==> src/hw/csr_pkg.sv <==
// shared CSR encodings and the Zicsr instruction layout, imported by every block of the CSR unit
package csr_pkg;

    localparam int XLEN = 32; // RV32 data path width

    // opcode of every Zicsr instruction
    localparam logic [6:0] OPC_SYSTEM = 7'b1110011; // SYSTEM major opcode

    // funct3 codes, bit 2 set means the source is the 5-bit immediate
    localparam logic [2:0] F3_CSRRW  = 3'b001; // read-write from rs1
    localparam logic [2:0] F3_CSRRS  = 3'b010; // read-set from rs1
    localparam logic [2:0] F3_CSRRC  = 3'b011; // read-clear from rs1
    localparam logic [2:0] F3_CSRRWI = 3'b101; // read-write from zimm
    localparam logic [2:0] F3_CSRRSI = 3'b110; // read-set from zimm
    localparam logic [2:0] F3_CSRRCI = 3'b111; // read-clear from zimm

    // machine-mode registers held by the CSR file
    localparam logic [11:0] CSR_MISA     = 12'h301; // read-only ISA description
    localparam logic [11:0] CSR_MTVEC    = 12'h305; // trap vector base, direct mode only
    localparam logic [11:0] CSR_MSCRATCH = 12'h340; // free scratch word for the handler
    localparam logic [11:0] CSR_MEPC     = 12'h341; // exception pc, always halfword aligned
    localparam logic [11:0] CSR_MCAUSE   = 12'h342; // trap cause, stored as written

    // the three operations, encoded like funct3[1:0] so 2'b00 stays unused
    typedef enum logic [1:0] {
        CSR_OP_WRITE = 2'b01, // new value is the operand
        CSR_OP_SET   = 2'b10, // new value is old OR operand
        CSR_OP_CLEAR = 2'b11  // new value is old AND NOT operand
    } csr_op_e;

    // register form, bits 19:15 name the source register
    typedef struct packed {
        logic [11:0] csr;    // CSR address
        logic [4:0]  rs1;    // source register index
        logic [2:0]  funct3; // operation and source select
        logic [4:0]  rd;     // destination register index
        logic [6:0]  opcode; // must be OPC_SYSTEM
    } csr_reg_fmt;

    // immediate form, bits 19:15 are a zero-extended constant
    typedef struct packed {
        logic [11:0] csr;    // CSR address
        logic [4:0]  zimm;   // unsigned immediate operand
        logic [2:0]  funct3; // operation and source select
        logic [4:0]  rd;     // destination register index
        logic [6:0]  opcode; // must be OPC_SYSTEM
    } csr_imm_fmt;

    // one instruction word, viewed by funct3 bit 2
    typedef union packed {
        csr_reg_fmt regf; // view for CSRRW, CSRRS, CSRRC
        csr_imm_fmt immf; // view for CSRRWI, CSRRSI, CSRRCI
    } csr_inst_u;

endpackage

==> src/hw/csr_decode.sv <==
// first pipeline stage of the CSR unit: decodes a Zicsr word and registers its fields for execute
`timescale 1ns/1ps

module csr_decode import csr_pkg::*; (
    input  logic            clk,
    input  logic            rst,           // synchronous, active low
    input  logic            inst_valid,    // one-cycle strobe, may be high every cycle
    input  csr_inst_u       inst,
    input  logic [XLEN-1:0] rs1_data,      // rs1 value, valid with inst
    output logic            dec_valid,
    output csr_op_e         dec_op,
    output logic [11:0]     dec_addr,
    output logic [4:0]      dec_rd,
    output logic [XLEN-1:0] dec_operand,
    output logic            dec_do_write,  // low when set or clear has a zero source field
    output logic            dec_is_system  // low for a foreign opcode or funct3
);

    logic            use_imm;      // funct3 bit 2 picks the immediate view
    logic [4:0]      src_field;    // rs1 index or zimm, both sit at bits 19:15
    logic [XLEN-1:0] operand_next;
    csr_op_e         op_next;
    logic            f3_ok;        // funct3 is one of the six Zicsr codes
    logic            opc_ok;

    always_comb begin
        use_imm = inst.regf.funct3[2];
        src_field = inst.regf.rs1; // zimm occupies the same bits in the other view
        operand_next = use_imm ? {{(XLEN-5){1'b0}}, inst.immf.zimm} : rs1_data; // zimm zero-extends
        opc_ok = (inst.regf.opcode == OPC_SYSTEM);
        f3_ok = 1'b1;
        op_next = CSR_OP_WRITE; // a defined value even for a rejected word
        case (inst.regf.funct3)
            F3_CSRRW, F3_CSRRWI: op_next = CSR_OP_WRITE;
            F3_CSRRS, F3_CSRRSI: op_next = CSR_OP_SET;
            F3_CSRRC, F3_CSRRCI: op_next = CSR_OP_CLEAR;
            default:             f3_ok = 1'b0; // 000 and 100 are not CSR ops
        endcase
    end

    // only the strobe needs a reset, the fields below are qualified by it
    always_ff @(posedge clk) begin
        if (!rst) begin
            dec_valid <= 1'b0;
        end else begin
            dec_valid <= inst_valid;
        end
    end

    always_ff @(posedge clk) begin
        dec_op <= op_next;
        dec_addr <= inst.regf.csr;   // address sits at the same place in both views
        dec_rd <= inst.regf.rd;
        dec_operand <= operand_next;
        // set and clear with a zero field only read, so a read-only CSR stays legal
        dec_do_write <= (op_next == CSR_OP_WRITE) || (src_field != 5'd0);
        dec_is_system <= opc_ok && f3_ok; // such a word is dropped as illegal in execute
    end

    // the unused 2'b00 encoding must never reach execute
    a_dec_op_defined: assert property (@(posedge clk) disable iff (!rst)
        dec_valid |-> dec_op inside {CSR_OP_WRITE, CSR_OP_SET, CSR_OP_CLEAR})
        else $error("decode produced undefined op %b", dec_op);

endmodule

==> src/hw/csr_execute.sv <==
// execute stage of the CSR unit: reads the file, forms the new CSR and rd values, judges legality
`timescale 1ns/1ps

module csr_execute import csr_pkg::*; (
    input  logic            dec_valid,
    input  csr_op_e         dec_op,
    input  logic [11:0]     dec_addr,
    input  logic [4:0]      dec_rd,
    input  logic [XLEN-1:0] dec_operand,
    input  logic            dec_do_write,
    input  logic            dec_is_system,
    input  logic [XLEN-1:0] csr_rdata,     // old value, combinational from the file
    input  logic            csr_exists,
    input  logic            csr_read_only,
    output logic [11:0]     rd_csr_addr,
    output logic            csr_we,        // lands at the edge that ends this cycle
    output logic [11:0]     csr_waddr,
    output logic [XLEN-1:0] csr_wdata,
    output logic            ex_valid,
    output logic [4:0]      ex_rd,
    output logic [XLEN-1:0] ex_value,      // old CSR value bound for rd
    output logic            ex_illegal
);

    logic [XLEN-1:0] new_value;
    logic            access_bad; // true for any reason the access must not happen

    always_comb begin
        rd_csr_addr = dec_addr; // read port always follows the instruction in execute

        // read-modify-write on the old value
        case (dec_op)
            CSR_OP_SET:   new_value = csr_rdata | dec_operand;
            CSR_OP_CLEAR: new_value = csr_rdata & ~dec_operand;
            default:      new_value = dec_operand;
        endcase

        // a read-only CSR is fine as long as nothing is written to it
        access_bad = !dec_is_system || !csr_exists || (dec_do_write && csr_read_only);

        csr_we = dec_valid && dec_do_write && !access_bad;
        csr_waddr = dec_addr;
        csr_wdata = new_value; // the file applies its own field masks

        ex_valid = dec_valid;
        ex_rd = dec_rd;
        ex_value = csr_rdata; // rd always gets the value before the update
        ex_illegal = dec_valid && access_bad;

        // an illegal access must leave every CSR untouched
        assert (!(csr_we && ex_illegal))
            else $error("CSR write issued for illegal access at %h", dec_addr);
    end

endmodule

==> src/hw/csr_file.sv <==
// machine-mode CSR storage with a combinational read port and masked writes, driven by execute
`timescale 1ns/1ps

module csr_file import csr_pkg::*; #(
    parameter logic [XLEN-1:0] MISA_VALUE = 32'h4000_0100 // value returned for misa
) (
    input  logic            clk,
    input  logic            rst,           // synchronous, active low
    input  logic [11:0]     rd_csr_addr,
    input  logic            csr_we,
    input  logic [11:0]     csr_waddr,
    input  logic [XLEN-1:0] csr_wdata,
    output logic [XLEN-1:0] csr_rdata,     // zero for an address that does not exist
    output logic            csr_exists,
    output logic            csr_read_only
);

    logic [XLEN-1:0] mscratch;
    logic [XLEN-1:0] mepc;
    logic [XLEN-1:0] mcause;
    logic [XLEN-1:0] mtvec;

    // read port decode, no pipeline so a write is seen by the next cycle's read
    always_comb begin
        csr_rdata = '0;
        csr_exists = 1'b1;
        csr_read_only = 1'b0;
        case (rd_csr_addr)
            CSR_MISA: begin
                csr_rdata = MISA_VALUE;
                csr_read_only = 1'b1; // constant, writes are rejected upstream
            end
            CSR_MTVEC:    csr_rdata = mtvec;
            CSR_MSCRATCH: csr_rdata = mscratch;
            CSR_MEPC:     csr_rdata = mepc;
            CSR_MCAUSE:   csr_rdata = mcause;
            default:      csr_exists = 1'b0; // execute turns this into an illegal access
        endcase
    end

    // register state, all zero out of reset
    always_ff @(posedge clk) begin
        if (!rst) begin
            mscratch <= '0;
            mepc <= '0;
            mcause <= '0;
            mtvec <= '0;
        end else if (csr_we) begin
            case (csr_waddr)
                CSR_MTVEC:    mtvec <= {csr_wdata[XLEN-1:2], 2'b00}; // only direct mode, aligned
                CSR_MSCRATCH: mscratch <= csr_wdata;
                CSR_MEPC:     mepc <= {csr_wdata[XLEN-1:1], 1'b0}; // no odd pc without C
                CSR_MCAUSE:   mcause <= csr_wdata; // WLRL, kept as written
                default:      ; // misa has no storage
            endcase
        end
    end

    // execute must have filtered any write aimed at the read-only misa
    a_no_misa_write: assert property (@(posedge clk) disable iff (!rst)
        !(csr_we && csr_waddr == CSR_MISA))
        else $error("write reached misa with data %h", csr_wdata);

endmodule

==> src/hw/csr_result.sv <==
// last stage of the CSR unit: registers the register-file writeback and the illegal pulse
`timescale 1ns/1ps

module csr_result import csr_pkg::*; (
    input  logic            clk,
    input  logic            rst,       // synchronous, active low
    input  logic            ex_valid,
    input  logic [4:0]      ex_rd,
    input  logic [XLEN-1:0] ex_value,
    input  logic            ex_illegal,
    output logic            rd_we,     // one pulse per legal access with rd != x0
    output logic [4:0]      rd_addr,
    output logic [XLEN-1:0] rd_wdata,
    output logic            illegal    // one pulse per rejected access
);

    // strobes are control state and clear on reset
    always_ff @(posedge clk) begin
        if (!rst) begin
            rd_we <= 1'b0;
            illegal <= 1'b0;
        end else begin
            rd_we <= ex_valid && !ex_illegal && (ex_rd != 5'd0); // x0 is never written
            illegal <= ex_valid && ex_illegal;
        end
    end

    // destination and data only mean something under rd_we
    always_ff @(posedge clk) begin
        rd_addr <= ex_rd;
        rd_wdata <= ex_value;
    end

endmodule

==> src/hw/csr_unit_top.sv <==
// top level of the CSR unit: one Zicsr instruction in per cycle, writeback strobes out two edges later
`timescale 1ns/1ps

module csr_unit_top import csr_pkg::*; #(
    parameter logic [XLEN-1:0] MISA_VALUE = 32'h4000_0100 // RV32I, passed to the file
) (
    input  logic            clk,
    input  logic            rst,        // synchronous, active low
    input  logic            inst_valid,
    input  logic [31:0]     inst,
    input  logic [XLEN-1:0] rs1_data,
    output logic            rd_we,
    output logic [4:0]      rd_addr,
    output logic [XLEN-1:0] rd_wdata,
    output logic            illegal
);

    logic            dec_valid;
    csr_op_e         dec_op;
    logic [11:0]     dec_addr;
    logic [4:0]      dec_rd;
    logic [XLEN-1:0] dec_operand;
    logic            dec_do_write;
    logic            dec_is_system;
    logic [11:0]     rd_csr_addr;
    logic [XLEN-1:0] csr_rdata;
    logic            csr_exists;
    logic            csr_read_only;
    logic            csr_we;
    logic [11:0]     csr_waddr;
    logic [XLEN-1:0] csr_wdata;
    logic            ex_valid;
    logic [4:0]      ex_rd;
    logic [XLEN-1:0] ex_value;
    logic            ex_illegal;

    csr_decode csr_decode_inst (
        .clk, .rst, .inst_valid, .inst(csr_inst_u'(inst)), .rs1_data,
        .dec_valid, .dec_op, .dec_addr, .dec_rd, .dec_operand, .dec_do_write, .dec_is_system
    );

    csr_execute csr_execute_inst (
        .dec_valid, .dec_op, .dec_addr, .dec_rd, .dec_operand, .dec_do_write, .dec_is_system,
        .csr_rdata, .csr_exists, .csr_read_only, .rd_csr_addr, .csr_we, .csr_waddr, .csr_wdata,
        .ex_valid, .ex_rd, .ex_value, .ex_illegal
    );

    csr_file #(.MISA_VALUE(MISA_VALUE)) csr_file_inst (
        .clk, .rst, .rd_csr_addr, .csr_we, .csr_waddr, .csr_wdata,
        .csr_rdata, .csr_exists, .csr_read_only
    );

    csr_result csr_result_inst (
        .clk, .rst, .ex_valid, .ex_rd, .ex_value, .ex_illegal,
        .rd_we, .rd_addr, .rd_wdata, .illegal
    );

endmodule

==> config.mk <==
export PLATFORM = sky130hd
export DESIGN_NAME = csr_unit_top
export DESIGN_NICKNAME = d
export VERILOG_FILES = /design/src/hw/csr_pkg.sv /design/src/hw/csr_decode.sv /design/src/hw/csr_execute.sv /design/src/hw/csr_file.sv /design/src/hw/csr_result.sv /design/src/hw/csr_unit_top.sv
export SDC_FILE = /design/constraint.sdc
export NUM_CORES = 1
export LEC_CHECK = 0
export ABC_AREA = 1
export BUFFER_PORTS_ARGS = -buffer_cell sky130_fd_sc_hd__buf_2
export CORE_MARGIN = 2
export CORE_UTILIZATION = 59
export DETAILED_ROUTE_END_ITERATION = 7
export PLACE_DENSITY = 0.8
export SLEW_MARGIN = 20
export SYNTH_ARGS = -nofsm -noshare
export SYNTH_HDL_FRONTEND = slang
export SYNTH_SLANG_ARGS = --single-unit
==> constraint.sdc <==
create_clock -name clk -period 2.1 [get_ports clk]
set_clock_uncertainty 0.2 [all_clocks]
set_input_delay 0.105 -clock clk [delete_from_list [all_inputs] [get_ports clk]]
set_output_delay 0.105 -clock clk [all_outputs]
set_load 0.05 [all_outputs]
After elaboration in Yosys (flattened, before gate mapping) --
Index checks and enable logic that the tools add are counted.
Storage, ports and cells: input port bits 67, register bits after elaboration 218, word-level logic and storage cells 66, output and inout bits 39
Cells by class: reductions and logical operators 25, equal/unequal tests 15, muxes and demuxes 7, bitwise gates (word level) 3
Operators by type and width (number):
- 32-bit case mux with 5 select lines | 1
- 32-bit case mux with 2 select lines | 1
- 12-bit by 10-bit == test with 1-bit output, second input constant | 5
- 32-bit bitwise AND | 1
- 32-bit inverter | 1
- 32-bit OR | 1
- 5-bit nonzero test | 2
- 3-bit == test, second input constant | 3
- 1-bit logical AND | 8
- 2-bit AND reduction | 4
- 7-bit == test, second input constant | 1
- 3-bit by 2-bit == test with 1-bit output, second input constant | 2
- 6-bit OR reduction | 1
- 5-bit two-way mux | 1
- 5-bit OR reduction | 1
- 2-bit == test, second input constant | 2
- 1-bit zero test | 4
- 2-bit case mux with 2 select lines | 1
- 2-bit OR reduction | 2
- 3-bit by 1-bit == test with 1-bit output, second input constant | 1
- 1-bit logical OR | 3
- 1-bit two-way mux | 3
- 2-bit by 1-bit == test with 1-bit output, second input constant | 1

Depth between registers and ports, before layout --
word-level depth 10, mapped depth 14, depth with buffers taken out 13

By module --
From an unflattened synthesis, not the netlist that was laid out.
Unflattened totals: cells, all modules 1295, area, all modules 9461.6 um2
By module, submodules not included:
- csr_file | sequential area each 2502.4 um2, instances 1, cells each 927, area each 6005.8 um2
- csr_decode | sequential area each 1081.0 um2, instances 1, cells each 144, area each 1458.9 um2
- csr_execute | sequential area each 0.0 um2, instances 1, cells each 175, area each 1172.4 um2
- csr_result | sequential area each 780.7 um2, instances 1, cells each 49, area each 824.5 um2

Least setup slack after synthesis --
Ideal clock, no wire load.
path kind flip-flop to flip-flop, start register csr_decode_inst.dec_addr[3], end register csr_file_inst.mscratch[21], arrival 1.511 ns, slack 0.279 ns, path buffers 1, stages on the path, launching flop included 14, period minus slack after synthesis 1.821 ns, library setup time 0.110 ns, required time 1.790 ns, cells stage by stage dfxtp_1 > nor2_2 > nand2_2 > nor2_4 > nand2_1 > nand2_1 > inv_2 > nand2_4 > nand3_2 > nor2_2 > buf_2 > nand2_1 > nand2_1 > nor2_1
Between the ends: cells in the longest elaborated chain, start to end 9, elaborated cells on any way between the ends 19, those cells by class 5 x eq/ne; 4 x mux; 2 x bitwise; 8 x reduce/logical
RTL lines:
- from (decl) | RTL line csr_decode.sv:12 | output logic [11:0] dec_addr,
- from (signal assigned) | RTL line csr_decode.sv:52 | dec_addr <= inst.regf.csr;
- 12-bit by 10-bit == test with 1-bit output, on equally long branches | RTL line csr_file.sv:28, csr_file.sv:49
- 5-bit OR reduction (no line)
- 1-bit two-way mux | RTL line csr_file.sv:28 | case (rd_csr_addr)
- 1-bit zero test | RTL line csr_execute.sv:39 | access_bad = !dec_is_system || !csr_exists || (dec_do_write && csr_read_only);
- 1-bit logical OR (2 in series) | RTL line csr_execute.sv:39
- 1-bit zero test | RTL line csr_execute.sv:41 | csr_we = dec_valid && dec_do_write && !access_bad;
- 1-bit logical AND | RTL line csr_execute.sv:41
- 2-bit AND reduction (no line)
- to (signal assigned) | RTL line csr_file.sv:51 | CSR_MSCRATCH: mscratch <= csr_wdata;
- to (decl) | RTL line csr_file.sv:18 | logic [XLEN-1:0] mscratch;
Parallel ways exist; a longest one is shown, timed or not. A chain may end at the register's enable or synchronous reset.

Final worst setup path --
start register csr_decode_inst.dec_addr[4], end register csr_file_inst.mtvec[22]
Between the ends: cells in the longest elaborated chain, start to end 9, elaborated cells on any way between the ends 19, those cells by class 5 x eq/ne; 4 x mux; 2 x bitwise; 8 x reduce/logical
RTL lines:
- 12-bit by 10-bit == test with 1-bit output, on equally long branches | RTL line csr_file.sv:28, csr_file.sv:49
- 5-bit OR reduction (no line)
- 1-bit two-way mux | RTL line csr_file.sv:28
- 1-bit zero test | RTL line csr_execute.sv:39
- 1-bit logical OR (2 in series) | RTL line csr_execute.sv:39
- 1-bit zero test | RTL line csr_execute.sv:41
- 1-bit logical AND | RTL line csr_execute.sv:41
- 2-bit AND reduction (no line)
- to (signal assigned) | RTL line csr_file.sv:50 | CSR_MTVEC: mtvec <= {csr_wdata[XLEN-1:2], 2'b00};
- to (decl) | RTL line csr_file.sv:21 | logic [XLEN-1:0] mtvec;
Parallel ways exist; a longest one is shown, timed or not.

==> metrics.md <==
| Metric | Value |
|---|---|
| Slew @ Worst Pin | 548 ps |
| Largest net degree at the start of global routing | 98 |
| Switching Share | 23.7% |
| CP dominant cell by count | nand2_1 |
| Initial drt markers | 1137 |
| Synth warn | 0 |
| Antenna viol nets, final | 0 |
| Clk network pwr share | 45.7% |
| Sequential share of power | 47.2% |
| Initial Utilization | 60.6% |
| Top layer in use | met4 |
| Fill cells | 1185 |
| Register bit total from synthesis | 218 |
| Worst Path Required | 2350 ps |
| CP max-delay cell | bufinv_16 |
| Area contributors post-synth | dfxtp_1, nand2_1, nor2_1 |
| Min Tclk post-route | 2340 ps |
| Final Hold Vio Count | 0 |
| Place WS | 9.63 ps |
| Share of synthesized area spent on multiplexers | 0.445% |
| Largest area contributor in the synthesized netlist | dfxtp_1 |
| Synth Area in Adders | 0% |
| Die area | 18200 um^2 |
| Max Clk Rate | 0.428 GHz |
| Yosys cell types | 31 |
| Placed cell areas | 11000 um^2 |
| Total gr overflow | 0 |
| Power per cell area | 694 nW/um^2 |
| Startpoint Class | flip-flop |
| Root buffer selected by CTS | clkbuf_16 |
| Int Pwr | 6.86 mW |
| Switching pwr | 2.13 mW |
| Port Buffers | 105 |
| Avg WL per Cell | 16.6 um |
| Setup ws final | -236 ps |
| Critical path depth | 9 |
| Count of final setup violators | 80 |
| Max incr delay on CP | 380 ps |
| DIE HEIGHT | 135 um |
| HPWL Detailed | 15.8 mm |
| Clk Latency, worst-skew pair | 530 ps |
| Gate Count Post-Synth | 1572 |
| Leak | 6.11 nW |
| Met1 wire length | 12.4 mm |
| Clock H-tree levels | 1 |
| Failing checks | negative setup slack |
| First-pass GRT wire length | 46.8 mm |
| Final instance area | 12900 um^2 |
| Chip width | 135 um |
| Layout cell share with drive strength beyond 1 | 14.7% |
| Top cells by count, synth | nand2_1, nor2_1, inv_1, dfxtp_1, nand3_1 |
| CTS sink count | 218 |
| Total CTS buffers | 23 |
| P&R area growth vs syn | 27.8% |
| DR pass1 iterations | 5 |
| CTS tree | done |
| Number of synthesized flops with an enable pin | 0 |
| Max_cap viols | 0 |
| Row count | 47 |
| Worst-path clk slew | 60 ps |
| Worst Path Class, Setup | flip-flop to flip-flop |
| Vias in the first global route | 9693 |
| Antenna cells | 0 |
| Logic pwr share | 7.1% |
| Largest vdd supply drop | 0.645 mV |
| Slew HR | 63.4% |
| Remaining DRCs | 0 |
| Initial antenna violation count | 0 |
| XOR/XNOR share of the synthesized area | 0% |
| Maximum fanout along the worst path | 28 |
| Routed met3 length | 3.13 mm |
| Unrepaired setup endpoints after global routing | yes |
| CP Buf/Inv Count | 2 |
| Tcrit/Tclk final | 111% |
| Core Footprint | 16700 um^2 |
| Synth Area in Compound Gates | 6.86% |
| Total Power | 8.98 mW |
| GPL Wtd Cong | 0.861 |
| Final core occ | 77.5% |
| Mapped Area | 10100 um^2 |
| Worst Reg-to-Reg Cells | 9 |
| Vias per cell | 5.43 |
| CP endpoint kind | flip-flop |
| Register area share after synthesis | 43.1% |
| Simple-gate portion of the synthesized area | 37.0% |
| Family with the most delay on the worst path | simple AND/OR/NAND/NOR gates |
| Combinational family with the most area after synthesis | simple AND/OR/NAND/NOR gates |
| I/O pins | 106 |
| Top-count cell post-synth | nand2_1 |
| Min-delay worst type | input pin to flip-flop |
| Synthesized net count | 1639 |
| Critical path cell sequence | nor2_2 > nand2_2 > inv_4 > nand2_1 > nor2_1 > nand4_1 > bufinv_16 > nand2_1 > a21oi_1 |
| Top_reg_cell synth | dfxtp_1 |
| Vias | 10775 |
| Crit path DAT | 2580 ps |
| Final wirelength | 32.9 mm |
| Post-Syn Area per Cell | 6.44 um^2 |
| Status | finished with violations |
| Share of Yosys cell area claimed by the top area cell type | 43.1% |
| Gr usage total | 31.9% |
| Asr flop ratio synth | 0% |
| Pins Over Slew Limit | 0 |
| Hold depth | 2 |
| Max clock buf depth | 3 |
| Met2 wire length | 15.4 mm |
| Final net count | 1816 |
==> cell type report <==
type,instances,area [um^2],area share (%)
Multi-Input combinational cell,1031,4620,35.7
Sequential cell,218,4370,33.8
Timing Repair Buffer,233,1990,15.4
Inverter,242,940,7.26
Clock buffer,33,643,4.97
Tap cell,220,275,2.13
Clock inverter,9,105,0.812
==> sequential cells by signal, indices dropped and copies added (netlist names), 2 cells and up <==
signal                       cells
csr_file_inst.mepc              31
csr_result_inst.rd_addr          5
csr_decode_inst.dec_operand     32
csr_file_inst.mcause            32
csr_decode_inst.dec_rd           5
csr_file_inst.mtvec             30
csr_file_inst.mscratch          32
csr_decode_inst.dec_op           2
csr_result_inst.rd_wdata        32
csr_decode_inst.dec_addr        12
==> power by group through the flow <==
stage / registers (mW) / logic (mW) / clock network [mW]
2_1_floorplan: 4.33 / 0.280 / 0
3_3_place_gp: 4.32 / 0.452 / 0
3_5_place_dp: 4.32 / 0.460 / 0
4_1_cts: 4.23 / 0.576 / 4.07
5_1_grt: 4.24 / 0.688 / 4.28
6_report: 4.24 / 0.638 / 4.11
==> routing by layer <==
metal  track usage [%]  up-vias
met5                 0        -
li1                  -     5120
met4              13.1        0
met3              4.54      199
met2              56.6      672
met1              38.7     4784
==> worst reg2reg max path: cells and delay by family, from the launching register on <==
kind	cells	cell delay (ps)
AOI/OAI and AO/OA	1	160
buffers and inverters	2	490
and+or+nand+nor	6	1070
DFF	1	330
==> repair_timing <==
action,4_1_cts,5_1_grt
hold buffers,79,0
cloned,0,5
endpoints found under the hold margin,156,0
pin swaps,0,13
resized for setup,2,58
buffers inserted,0,9
endpoints found under the setup margin,12,132
==> cell usage in the layout (no fill, tap or decap), types with 5 or more instances in the layout <==
cell type,instances
buf_4,22
o2111ai_1,28
clkbuf_1,7
nor2_4,10
a21oi_1,33
buf_2,105
dlygate4sd3_1,79
nand3_1,127
buf_12,14
buf_6,6
dfxtp_1,214
nor2_1,300
nand2_2,5
o21bai_1,28
nor2_2,19
clkbuf_16,27
inv_1,221
nand2_1,451
inv_2,17
==> logic make-up (layout without fill, tap and decap cells) <==
group           Yosys count  count (layout)
flops                   218             218
simple gates            926             926
compound gates          101             101
mux                       4               4
buf+inv                 323             517
==> stage by stage <==
step                      instances  setup TNS [ps]  hold slack [ps]
after detailed placement       1851               0             8.57
final                          1986           -7710             12.4
after global routing           1986          -14390             18.1
after floorplan                1572               0            -67.3
after CTS                      1972               0             7.14
after global placement         1851               0             6.98
==> final timing paths <==
path	startpoint	to	slack, ps
max	csr_decode_inst.dec_addr[4]	csr_file_inst.mtvec[22]	-240
min	inst[28]	csr_decode_inst.dec_addr[8]	10
max reg2reg	csr_decode_inst.dec_addr[4]	csr_file_inst.mtvec[22]	-240
min reg2reg	csr_decode_inst.dec_rd[0]	csr_result_inst.rd_addr[0]	150
(Power assumes the default switching activity.)
